$ cat src/verilog/ps2_pkg.sv
// Shared PS/2 receiver constants, imported by the receiver, queue, decoder and testbench
package ps2_pkg;

    // Frame layout
    // Start bit, eight data bits LSB first, odd parity, stop bit
    localparam int PS2_DATA_BITS = 8;

    // Data plus parity, the bits held in the receiver's shift register
    localparam int PS2_SHIFT_BITS = PS2_DATA_BITS + 1;

    // Silence timeout
    // Counted in peripheral_clock rising edges since the last device clock edge
    localparam logic [15:0] PS2_TIMEOUT_TICKS = 16'd1000;

    // Scancode byte queue
    localparam int PS2_FIFO_DEPTH = 8;
    localparam int PS2_FIFO_ADDR_BITS = $clog2(PS2_FIFO_DEPTH);

    // Scancode set 2 prefixes
    // E0 marks an extended key, F0 marks a key release
    localparam logic [PS2_DATA_BITS-1:0] PS2_PREFIX_EXTENDED = 8'hE0;
    localparam logic [PS2_DATA_BITS-1:0] PS2_PREFIX_RELEASE = 8'hF0;

endpackage

$ cat src/verilog/ps2_shift_register.sv
// PS/2 frame receiver; shifts in device frames and strobes out good bytes or an error pulse
`timescale 1ns/10ps

module ps2_shift_register (
    input  logic                               clock,
    input  logic                               reset,
    input  logic                               peripheral_clock,
    input  logic                               device_clock,
    input  logic                               device_data,
    output logic [ps2_pkg::PS2_DATA_BITS-1:0]  byte_data,
    output logic                               byte_strobe,
    output logic                               frame_error
);
    import ps2_pkg::*;

    typedef enum logic [1:0] {
        IDLE,
        RECEIVING,
        STOP_BIT
    } state_t;

    state_t                       state;
    state_t                       next_state;

    logic                         peripheral_clock_d1;
    logic                         peripheral_clock_d2;
    logic                         tick;

    logic                         prev_device_clock;
    logic                         device_clock_fall;
    logic                         device_clock_toggle;

    logic [PS2_SHIFT_BITS-1:0]    shift_register;
    logic [3:0]                   bit_count;
    logic [15:0]                  silence_ticks;
    logic                         timeout;
    logic                         frame_ok;
    logic                         stop_edge;

    // Rising edge of the slow timebase
    always_ff @(posedge clock or posedge reset) begin
        if (reset) begin
            peripheral_clock_d1 <= 1'b0;
            peripheral_clock_d2 <= 1'b0;
        end else begin
            peripheral_clock_d1 <= peripheral_clock;
            peripheral_clock_d2 <= peripheral_clock_d1;
        end
    end

    assign tick = peripheral_clock_d1 & ~peripheral_clock_d2;

    // Line idles high, so start from high to avoid a false edge
    always_ff @(posedge clock or posedge reset) begin
        if (reset) begin
            prev_device_clock <= 1'b1;
        end else begin
            prev_device_clock <= device_clock;
        end
    end

    assign device_clock_fall   = prev_device_clock & ~device_clock;
    assign device_clock_toggle = prev_device_clock ^ device_clock;

    // Data and parity arrive LSB first
    always_ff @(posedge clock) begin
        if (state == RECEIVING && device_clock_fall) begin
            shift_register <= {device_data, shift_register[PS2_SHIFT_BITS-1:1]};
        end
    end

    always_ff @(posedge clock or posedge reset) begin
        if (reset) begin
            bit_count <= 4'd0;
        end else if (state == IDLE) begin
            bit_count <= 4'd0;
        end else if (state == RECEIVING && device_clock_fall) begin
            bit_count <= bit_count + 4'd1;
        end
    end

    // Silence counter, restarted by any activity on the device clock
    always_ff @(posedge clock or posedge reset) begin
        if (reset) begin
            silence_ticks <= 16'd0;
        end else if (state == IDLE || device_clock_toggle || timeout) begin
            silence_ticks <= 16'd0;
        end else if (tick) begin
            silence_ticks <= silence_ticks + 16'd1;
        end
    end

    assign timeout = (silence_ticks >= PS2_TIMEOUT_TICKS);

    // Odd parity over data and parity bit, and a high stop bit
    assign frame_ok  = device_data & (^shift_register);
    assign stop_edge = (state == STOP_BIT) && device_clock_fall;

    always_ff @(posedge clock or posedge reset) begin
        if (reset) begin
            byte_strobe <= 1'b0;
            frame_error <= 1'b0;
        end else begin
            byte_strobe <= 1'b0;
            frame_error <= 1'b0;
            if (timeout) begin
                frame_error <= 1'b1;
            end else if (stop_edge) begin
                if (frame_ok) begin
                    byte_strobe <= 1'b1;
                end else begin
                    frame_error <= 1'b1;
                end
            end
        end
    end

    always_ff @(posedge clock) begin
        if (stop_edge && frame_ok && !timeout) begin
            byte_data <= shift_register[PS2_DATA_BITS-1:0];
        end
    end

    always_comb begin
        next_state = state;
        case (state)
            IDLE: begin
                // Start bit is a low data line on the first falling edge
                if (device_clock_fall && !device_data) begin
                    next_state = RECEIVING;
                end
            end
            RECEIVING: begin
                if (device_clock_fall && bit_count == 4'(PS2_SHIFT_BITS - 1)) begin
                    next_state = STOP_BIT;
                end
            end
            STOP_BIT: begin
                if (device_clock_fall) begin
                    next_state = IDLE;
                end
            end
            default: begin
                next_state = IDLE;
            end
        endcase
        if (timeout) begin
            next_state = IDLE;
        end
    end

    always_ff @(posedge clock or posedge reset) begin
        if (reset) begin
            state <= IDLE;
        end else begin
            state <= next_state;
        end
    end

endmodule

$ cat src/verilog/ps2_fifo.sv
// Show-ahead scancode byte queue between the frame receiver and the decoder
`timescale 1ns/10ps

module ps2_fifo (
    input  logic                               clock,
    input  logic                               reset,
    input  logic                               push,
    input  logic [ps2_pkg::PS2_DATA_BITS-1:0]  push_data,
    input  logic                               pop,
    output logic [ps2_pkg::PS2_DATA_BITS-1:0]  pop_data,
    output logic                               empty
);
    import ps2_pkg::*;

    logic [PS2_DATA_BITS-1:0]       mem [PS2_FIFO_DEPTH];
    logic [PS2_FIFO_ADDR_BITS-1:0]  write_ptr;
    logic [PS2_FIFO_ADDR_BITS-1:0]  read_ptr;
    logic [PS2_FIFO_ADDR_BITS:0]    count;
    logic                           full;
    logic                           do_push;
    logic                           do_pop;

    assign empty = (count == '0);
    assign full  = (count == (PS2_FIFO_ADDR_BITS + 1)'(PS2_FIFO_DEPTH));

    // Bytes arriving while full are lost
    assign do_push = push & ~full;
    assign do_pop  = pop & ~empty;

    always_ff @(posedge clock) begin
        if (do_push) begin
            mem[write_ptr] <= push_data;
        end
    end

    // Depth is a power of two, pointers wrap on their own
    always_ff @(posedge clock or posedge reset) begin
        if (reset) begin
            write_ptr <= '0;
            read_ptr  <= '0;
        end else begin
            if (do_push) begin
                write_ptr <= write_ptr + 1'b1;
            end
            if (do_pop) begin
                read_ptr <= read_ptr + 1'b1;
            end
        end
    end

    always_ff @(posedge clock or posedge reset) begin
        if (reset) begin
            count <= '0;
        end else if (do_push && !do_pop) begin
            count <= count + 1'b1;
        end else if (do_pop && !do_push) begin
            count <= count - 1'b1;
        end
    end

    // Oldest entry is always on the output
    assign pop_data = mem[read_ptr];

endmodule

$ cat src/verilog/scancode_decoder.sv
// Scancode set 2 decoder; drains the byte queue and emits key events with prefix flags
`timescale 1ns/10ps

module scancode_decoder (
    input  logic                               clock,
    input  logic                               reset,
    input  logic [ps2_pkg::PS2_DATA_BITS-1:0]  fifo_data,
    input  logic                               fifo_empty,
    output logic                               fifo_pop,
    output logic                               key_valid,
    output logic [ps2_pkg::PS2_DATA_BITS-1:0]  key_code,
    output logic                               key_extended,
    output logic                               key_released
);
    import ps2_pkg::*;

    logic [PS2_DATA_BITS-1:0]  held_byte;
    logic                      held_valid;
    logic                      pending_extended;
    logic                      pending_released;

    // One byte in flight at a time, so events are never back to back
    assign fifo_pop = ~fifo_empty & ~held_valid;

    always_ff @(posedge clock or posedge reset) begin
        if (reset) begin
            held_valid <= 1'b0;
        end else begin
            held_valid <= fifo_pop;
        end
    end

    always_ff @(posedge clock) begin
        if (fifo_pop) begin
            held_byte <= fifo_data;
        end
    end

    // Prefixes only arm flags; a code byte consumes them
    always_ff @(posedge clock or posedge reset) begin
        if (reset) begin
            pending_extended <= 1'b0;
            pending_released <= 1'b0;
        end else if (held_valid) begin
            if (held_byte == PS2_PREFIX_EXTENDED) begin
                pending_extended <= 1'b1;
            end else if (held_byte == PS2_PREFIX_RELEASE) begin
                pending_released <= 1'b1;
            end else begin
                pending_extended <= 1'b0;
                pending_released <= 1'b0;
            end
        end
    end

    always_ff @(posedge clock or posedge reset) begin
        if (reset) begin
            key_valid    <= 1'b0;
            key_extended <= 1'b0;
            key_released <= 1'b0;
        end else begin
            key_valid <= 1'b0;
            if (held_valid && held_byte != PS2_PREFIX_EXTENDED
                    && held_byte != PS2_PREFIX_RELEASE) begin
                key_valid    <= 1'b1;
                key_extended <= pending_extended;
                key_released <= pending_released;
            end
        end
    end

    // Code stays with its flags until the next event
    always_ff @(posedge clock) begin
        if (held_valid && held_byte != PS2_PREFIX_EXTENDED
                && held_byte != PS2_PREFIX_RELEASE) begin
            key_code <= held_byte;
        end
    end

endmodule

$ cat src/verilog/ps2_keyboard.sv
// PS/2 keyboard receiver top level; frame receiver feeding a byte queue and scancode decoder
`timescale 1ns/10ps

module ps2_keyboard (
    input  logic                               clock,
    input  logic                               reset,
    input  logic                               peripheral_clock,
    input  logic                               device_clock,
    input  logic                               device_data,
    output logic                               key_valid,
    output logic [ps2_pkg::PS2_DATA_BITS-1:0]  key_code,
    output logic                               key_extended,
    output logic                               key_released,
    output logic                               frame_error
);
    import ps2_pkg::*;

    logic [PS2_DATA_BITS-1:0]  byte_data;
    logic                      byte_strobe;
    logic [PS2_DATA_BITS-1:0]  fifo_data;
    logic                      fifo_empty;
    logic                      fifo_pop;

    ps2_shift_register ps2_shift_register_i (
        .clock            (clock),
        .reset            (reset),
        .peripheral_clock (peripheral_clock),
        .device_clock     (device_clock),
        .device_data      (device_data),
        .byte_data        (byte_data),
        .byte_strobe      (byte_strobe),
        .frame_error      (frame_error)
    );

    ps2_fifo ps2_fifo_i (
        .clock     (clock),
        .reset     (reset),
        .push      (byte_strobe),
        .push_data (byte_data),
        .pop       (fifo_pop),
        .pop_data  (fifo_data),
        .empty     (fifo_empty)
    );

    scancode_decoder scancode_decoder_i (
        .clock        (clock),
        .reset        (reset),
        .fifo_data    (fifo_data),
        .fifo_empty   (fifo_empty),
        .fifo_pop     (fifo_pop),
        .key_valid    (key_valid),
        .key_code     (key_code),
        .key_extended (key_extended),
        .key_released (key_released)
    );

endmodule

$ cat config.mk
export PLATFORM = sky130hd
export DESIGN_NAME = ps2_keyboard
export DESIGN_NICKNAME = d
export VERILOG_FILES = /design/src/verilog/ps2_pkg.sv /design/src/verilog/ps2_shift_register.sv /design/src/verilog/ps2_fifo.sv /design/src/verilog/scancode_decoder.sv /design/src/verilog/ps2_keyboard.sv
export SDC_FILE = /design/constraint.sdc
export NUM_CORES = 1
export LEC_CHECK = 0
export ABC_CLOCK_PERIOD_IN_PS = 2900
export BUFFER_PORTS_ARGS = -buffer_cell sky130_fd_sc_hd__buf_2
export CAP_MARGIN = 0
export CORE_UTILIZATION = 40
export CTS_CLUSTER_DIAMETER = 200
export DETAILED_ROUTE_END_ITERATION = 6
export PLACE_DENSITY = 0.59
export SLEW_MARGIN = 20
export SYNTH_ARGS = -nofsm -noshare
export SYNTH_HDL_FRONTEND = slang
export SYNTH_SLANG_ARGS = --single-unit
export TNS_END_PERCENT = 5
$ cat constraint.sdc
create_clock -name clock -period 2.9 [get_ports clock]
set_input_delay 0.29 -clock clock [delete_from_list [all_inputs] [get_ports clock]]
set_output_delay 0.29 -clock clock [all_outputs]
set_load 0.01 [all_outputs]
==> flow_summary_export.csv, run 1 <==
group,metric,value,unit
outcome,outcome,"finished, final reports clean",
global_route,grt_pass1_wl,13600,microns
clock_tree,cts_resized,0,
global_route,grt-ovfl-total,0,
synth,synth_seq_area_share,72.4,%
timing,skew,0.00903,ns
timing,slew_violations,0,
worst_setup_path,crit_type,"reg -> reg",
worst_setup_path,crit_path_end_kind,"flop",
synth,syn_area,5510,sq um
finish,final_common_cell,"edfxtp_1",
pwr,p_clk_share,50.5,%
detailed_routing,wl,8470,microns
synth,synth.avg_cell_area,17.3,sq um
pwr,power.switching,0.805,mW
pwr,ir_worst_vdd,0.393,mV
pwr,power_density,680,nW/um^2
timing,hold_viol,0,
pwr,cell_internal_pwr,3.60,mW
timing,relSlewSlack,39.2,%
detailed_routing,first_iter_violations,174,
detailed_routing,drt-wirelength-per-cell,15.4,microns
clock_tree,clkTransAtPathRegs,0.05,ns
synth,ys_types,41,
pwr,p_leak,2.42,nW
clock_tree,cts.path.max_buffers,2,
finish,fill_cells,1155,
finish,seqCellArea,3990,sq um
pwr,swShare,18.3,%
hold_path,hold_class,"in -> async",
clock_tree,tritoncts,"built",
placed_design,numPortBuffers,16,
finish,area_growth_syn_to_layout,17.7,%
timing,timing.fmax,0.398,GHz
worst_setup_path,cp_max_fo,7,
timing,finalHoldWorstSlack,0.0565,ns
finish,final_nets,377,
clock_tree,h-tree-depth,4,
clock_tree,cts_buffers,17,
detailed_routing,dr.pass1.iters,4,
global_route,grt_pass1_vias,2627,
timing,finalSetupTns,0,ns
placed_design,post-dp-hpwl,5190,microns
worst_setup_path,critical_path_arrival,2.81,ns
finish,fin_util,48.6,%
floorplan,die_area,14200,sq um
floorplan,ios,17,
worst_setup_path,cp.required,3.19,ns
pwr,pwr-share-comb,0.8,%
timing,worst_pin_slew,0.912,ns
clock_tree,cts_sinks,140,
timing,rsz0062_at_grt,"false",
floorplan,rows,42,
synth,postSynthCellCount,318,
pwr,seqPwrFrac,48.6,%
timing,min_period,2.52,ns
timing,period_share,86.7,%
clock_tree,cts_hold_buf,2,
floorplan,die_h,119,microns
clock_tree,cts_root_buf,"clkbuf_16",
finish,multi_input_area,1420,sq um
timing,setup_viol,0,
flow_run,drv_cap,0,
detailed_routing,drtAntennaViolNets,0,
global_route,grt_usage,13.4,%
finish,layout-drive-gt1-share,19.0,%
synth,ys_ff_latch,140,
global_route,grt_max_degree,44,
floorplan,start_util,41.3,%
worst_setup_path,cp-start-kind,"flop",
finish,insertedDiodeCount,0,
floorplan,coreArea,13300,sq um
clock_tree,postCtsSetupBuffers,0,
placed_design,place_congestion,0.705,
floorplan,die_w,119,microns
detailed_routing,vias_per_cell,4.89,
pwr,p_total,4.41,mW
clock_tree,insertion_delay,0.42,ns
global_route,antenna_found_initial,0,
finish,final_cell_mix,"edfxtp_1 (97), dfrtp_1 (42), nor2_1 (20)",
detailed_routing,drc,0,
detailed_routing,vias,2691,
synth,yosysWarnings,0,
flip-flops by register name, summed over array words and instances, names as in the netlist, 2 cells and up:
name,cells
ps2_shift_register_i.silence_ticks,16
scancode_decoder_i.key_code,8
ps2_fifo_i.write_ptr,3
scancode_decoder_i.held_byte,8
ps2_fifo_i.read_ptr,3
ps2_shift_register_i.byte_data,8
ps2_shift_register_i.state,2
ps2_fifo_i.mem,64
ps2_shift_register_i.bit_count,4
ps2_fifo_i.count,4
ps2_shift_register_i.shift_register,9
cells in the mapped netlist:
cell type	count	area, sq um
nor3b_1	1	7.51
dfstp_2	1	26.3
nand4_1	3	18.8
dfrtp_1	42	1050
a21oi_1	11	55.1
nor2b_1	1	6.26
xnor3_1	1	22.5
and3_1	2	12.5
and2_1	1	6.26
buf_2	2	10.0
nor2_1	20	75.1
nor4_1	2	12.5
buf_12	1	20.0
o22ai_1	1	6.26
xnor2_1	15	131
nand4b_1	2	17.5
mux2_2	12	135
o21a_1	1	7.51
a41o_1	1	10.0
a22o_1	2	17.5
edfxtp_1	97	2910
nand3_1	3	15.0
buf_1	1	3.75
o211ai_1	1	7.51
nor3_1	8	40.0
buf_6	1	11.3
nand2b_1	4	25.0
or2_2	1	6.26
and4_1	2	17.5
o21ai_0	4	20.0
xor2_1	7	61.3
inv_1	15	56.3
clkbuf_1	5	18.8
mux2i_1	2	20.0
ha_1	10	125
o41a_1	1	11.3
fa_1	1	20.0
mux4_1	16	420
a21o_1	1	7.51
conb_1	1	3.75
nand2_1	15	56.3
final timing paths:
check,from,to,slack (ns),depth (start not counted)
max in group asynchronous,reset,scancode_decoder_i.pending_released,2.24,2
max reg2reg,ps2_fifo_i.count[0],ps2_fifo_i.count[3],0.38,12
min in group clock,device_data,ps2_shift_register_i.shift_register[8],0.09,1
max,ps2_fifo_i.count[0],ps2_fifo_i.count[3],0.38,12
min reg2reg,ps2_shift_register_i.peripheral_clock_d1,ps2_shift_register_i.peripheral_clock_d2,0.37,0
min,reset,ps2_shift_register_i.peripheral_clock_d1,0.06,2
through the flow:
step	worst slack [ns]	std cells	cell area, sq um
finish	0.385	550	6480
floorplan	0.318	323	5530
global placement	0.491	516	5850
detailed placement	0.379	516	5850
global route	0.208	550	6480
CTS	0.368	550	6480
critical path, stage by stage (launching register included):
cell and delay, ns:
dfrtp_1 0.43, nor3_1 0.28, nand2_1 0.11, nand2_1 0.22
inv_1 0.13, ha_1 0.22, inv_1 0.12, ha_1 0.24
a21o_1 0.17, a21oi_1 0.17, xnor2_1 0.13, nor2_1 0.06
xnor2_1 0.12
power by group through the flow:
stage,clock [mW],sequential [mW],combinational (mW)
floorplan,0,2.18,0.0252
global placement,0,2.18,0.0338
detailed placement,0,2.18,0.0353
CTS,2.28,2.14,0.0375
global route,2.37,2.14,0.0429
finish,2.23,2.14,0.0356
final cells by class:
type                            count  area share, %
Multi-Input combinational cell    158           21.9
Tap cell                          176           3.40
Clock buffer                       20           6.89
Sequential cell                   140           61.5
Timing Repair Buffer               29           2.82
Inverter                           15          0.868
Clock inverter                     12           2.62
per-layer routing:
metal	wire (microns)	up-vias	track usage, %
met4	127	0	6.17
li1	-	1286	-
met5	0	-	0
met2	4290	47	21.5
met1	3760	1346	15.9
met3	295	12	5.32
kinds of logic (layout without fill, tap and decap cells):
family,after synthesis,count (layout),share of synthesized area [%]
xor+xnor,23,23,3.91
mux,30,30,10.4
simple gates,65,65,5.75
other cells,1,6,0.0681
buf+inv,25,76,2.18
flops,140,140,72.4
compound gates,23,23,2.59
fa+ha+maj,11,11,2.63
No activity file was read; power rests on OpenSTA's default activity.
==> inputs of run 2 (changes only) <==
BUFFER_PORTS_ARGS = not set   (was -buffer_cell sky130_fd_sc_hd__buf_2)
DONT_BUFFER_PORTS = 1   (was not set)
PLACE_DENSITY = 0.58   (was 0.59)
==> run 2 against run 1 <==
  * Fmax is 1.2% higher
  * Flip-flop and latch count stayed put
  * Die area stayed put
  * Worst hold slack better by 0.062 ns
  * Clock skew is 0.0024 ns higher
  * Global-route usage is 0.41 points higher
  * Critical path type unchanged
==> flow_summary_export.csv, run 2 (synthesis results as in run 1) <==
group,metric,value,unit
floorplan,ios,17,
timing,finalSetupTns,0,ns
detailed_routing,drtAntennaViolNets,0,
placed_design,place_area,5770,sq um
clock_tree,clkTransAtPathRegs,0.06,ns
timing,worst_pin_slew,0.903,ns
finish,final_cell_mix,"edfxtp_1 (97), dfrtp_1 (42), nor2_1 (20)",
detailed_routing,vias_per_cell,4.84,
worst_setup_path,crit_path_end_kind,"flop",
timing,setup_viol,0,
finish,final_common_cell,"edfxtp_1",
finish,fill_cells,1158,
worst_setup_path,cp.required,3.21,ns
worst_setup_path,r2r-start,"ps2_fifo_i.count[0]",
pwr,p_leak,2.32,nW
floorplan,coreArea,13300,sq um
global_route,grt_pass1_wl,14200,microns
clock_tree,postCtsSetupBuffers,0,
global_route,grt_pass1_vias,2729,
clock_tree,h-tree-depth,4,
worst_setup_path,rrSetupSlack,0.41,ns
timing,period_share,85.7,%
finish,fin_util,47.6,%
detailed_routing,drc,0,
finish,final_area,6360,sq um
placed_design,numPortBuffers,0,
hold_path,hold_path_depth,3,
finish,fin_cells,536,
floorplan,die_h,119,microns
placed_design,dp.cells,500,
timing,skew,0.0114,ns
worst_setup_path,rr_endpoint,"ps2_fifo_i.count[3]",
worst_setup_path,critical_path_arrival,2.79,ns
hold_path,hold_class,"in -> reg",
floorplan,rows,42,
finish,top_regs,"ps2_fifo_i.mem x64, ps2_shift_register_i.silence_ticks x16, ps2_shift_register_i.shift_register x9",
pwr,ir_worst_vdd,0.395,mV
finish,top_register,"ps2_fifo_i.mem",
clock_tree,cts.path.max_buffers,2,
worst_setup_path,crit_type,"reg -> reg",
finish,final_nets,363,
global_route,grt_usage,13.8,%
floorplan,start_util,41.3,%
worst_setup_path,cp_max_fo,7,
flow_run,drv_cap,0,
detailed_routing,wl,8480,microns
clock_tree,cts_sinks,140,
finish,seqCellArea,3990,sq um
global_route,antenna_found_initial,0,
finish,multi_input_area,1420,sq um
detailed_routing,dr.pass1.iters,4,
finish,area_growth_syn_to_layout,15.4,%
finish,largest_reg_flops,64,
placed_design,post-dp-hpwl,5140,microns
outcome,outcome,"finished, final reports clean",
global_route,grt-ovfl-total,0,
worst_setup_path,cp-start-kind,"flop",
clock_tree,cts_root_buf,"clkbuf_16",
worst_setup_path,rr_worst_depth,12,
timing,relSlewSlack,39.7,%
clock_tree,insertion_delay,0.42,ns
floorplan,die_area,14200,sq um
finish,insertedDiodeCount,0,
timing,rsz0062_at_grt,"false",
finish,layout-drive-gt1-share,15.3,%
pwr,power_density,656,nW/um^2
hold_path,hold_start,"device_data",
timing,hold_viol,0,
global_route,grt_max_degree,44,
clock_tree,cts_resized,0,
timing,slew_violations,0,
clock_tree,cts_buffers,17,
placed_design,place_congestion,0.740,
clock_tree,cts_hold_buf,4,
clock_tree,tritoncts,"built",
detailed_routing,drt-wirelength-per-cell,15.8,microns
floorplan,die_w,119,microns
timing,min_period,2.49,ns
detailed_routing,vias,2595,
timing,timing.fmax,0.402,GHz
hold_path,hold_end,"ps2_shift_register_i.state[0]",
detailed_routing,first_iter_violations,158,
run 2: metrics by stage:
| step | hold WS [ns] | setup WS (ns) | total power, mW |
|---|---|---|---|
| global placement | 0.295 | 0.481 | 2.21 |
| floorplan | 0.294 | 0.318 | 2.21 |
| global route | 0.107 | 0.244 | 4.31 |
| CTS | 0.0915 | 0.399 | 4.22 |
| finish | 0.118 | 0.414 | 4.17 |
| detailed placement | 0.295 | 0.400 | 2.21 |
run 2: how the worst max path moves through the flow:
stage | depth (start not counted) | slack (ns) | to | startpoint
CTS | 12 | 0.40 | ps2_fifo_i.count[3] | ps2_fifo_i.count[0]
detailed placement | 12 | 0.40 | ps2_fifo_i.count[3] | ps2_fifo_i.count[0]
global route | 12 | 0.24 | ps2_fifo_i.count[3] | ps2_fifo_i.count[0]
global placement | 12 | 0.48 | ps2_fifo_i.count[3] | ps2_fifo_i.count[0]
floorplan | 11 | 0.32 | ps2_fifo_i.count[3] | ps2_fifo_i.count[0]
finish | 12 | 0.41 | ps2_fifo_i.count[3] | ps2_fifo_i.count[0]
run 2: area by class of cell:
| class | count | share of cell area, % |
|---|---|---|
| clock buffer | 17 | 6.69 |
| clock inverter | 15 | 1.95 |
| inverter | 15 | 0.886 |
| multi-input combinational | 158 | 22.3 |
| sequential | 140 | 62.8 |
| tap | 176 | 3.46 |
| timing repair buffer | 15 | 1.93 |
run 2: power breakdown:
part           internal, mW  switching (mW)  total [mW]
logic                0.0112          0.0233      0.0345
clock network          1.17           0.821        1.99
registers              2.14         0.00697        2.14
total                  3.32           0.851        4.17
run 2: per-layer routing:
layer | part of all wire, % | GRT usage, %
met1 | 45 | 16.4
met2 | 50 | 22.2
met3 | 3.5 | 5.08
met4 | 1.2 | 6.80
met5 | 0 | 0
run 2: worst max-delay path, cell delays in order, from the launching register on:
cell and delay [ns]:
dfrtp_1 0.43, nor3_1 0.28, nand2_1 0.10, nand2_1 0.20, inv_1 0.13, ha_1 0.22, inv_1 0.11, ha_1 0.24
a21o_1 0.18, a21oi_1 0.17, xnor2_1 0.13, nor2_1 0.06, xnor2_1 0.12
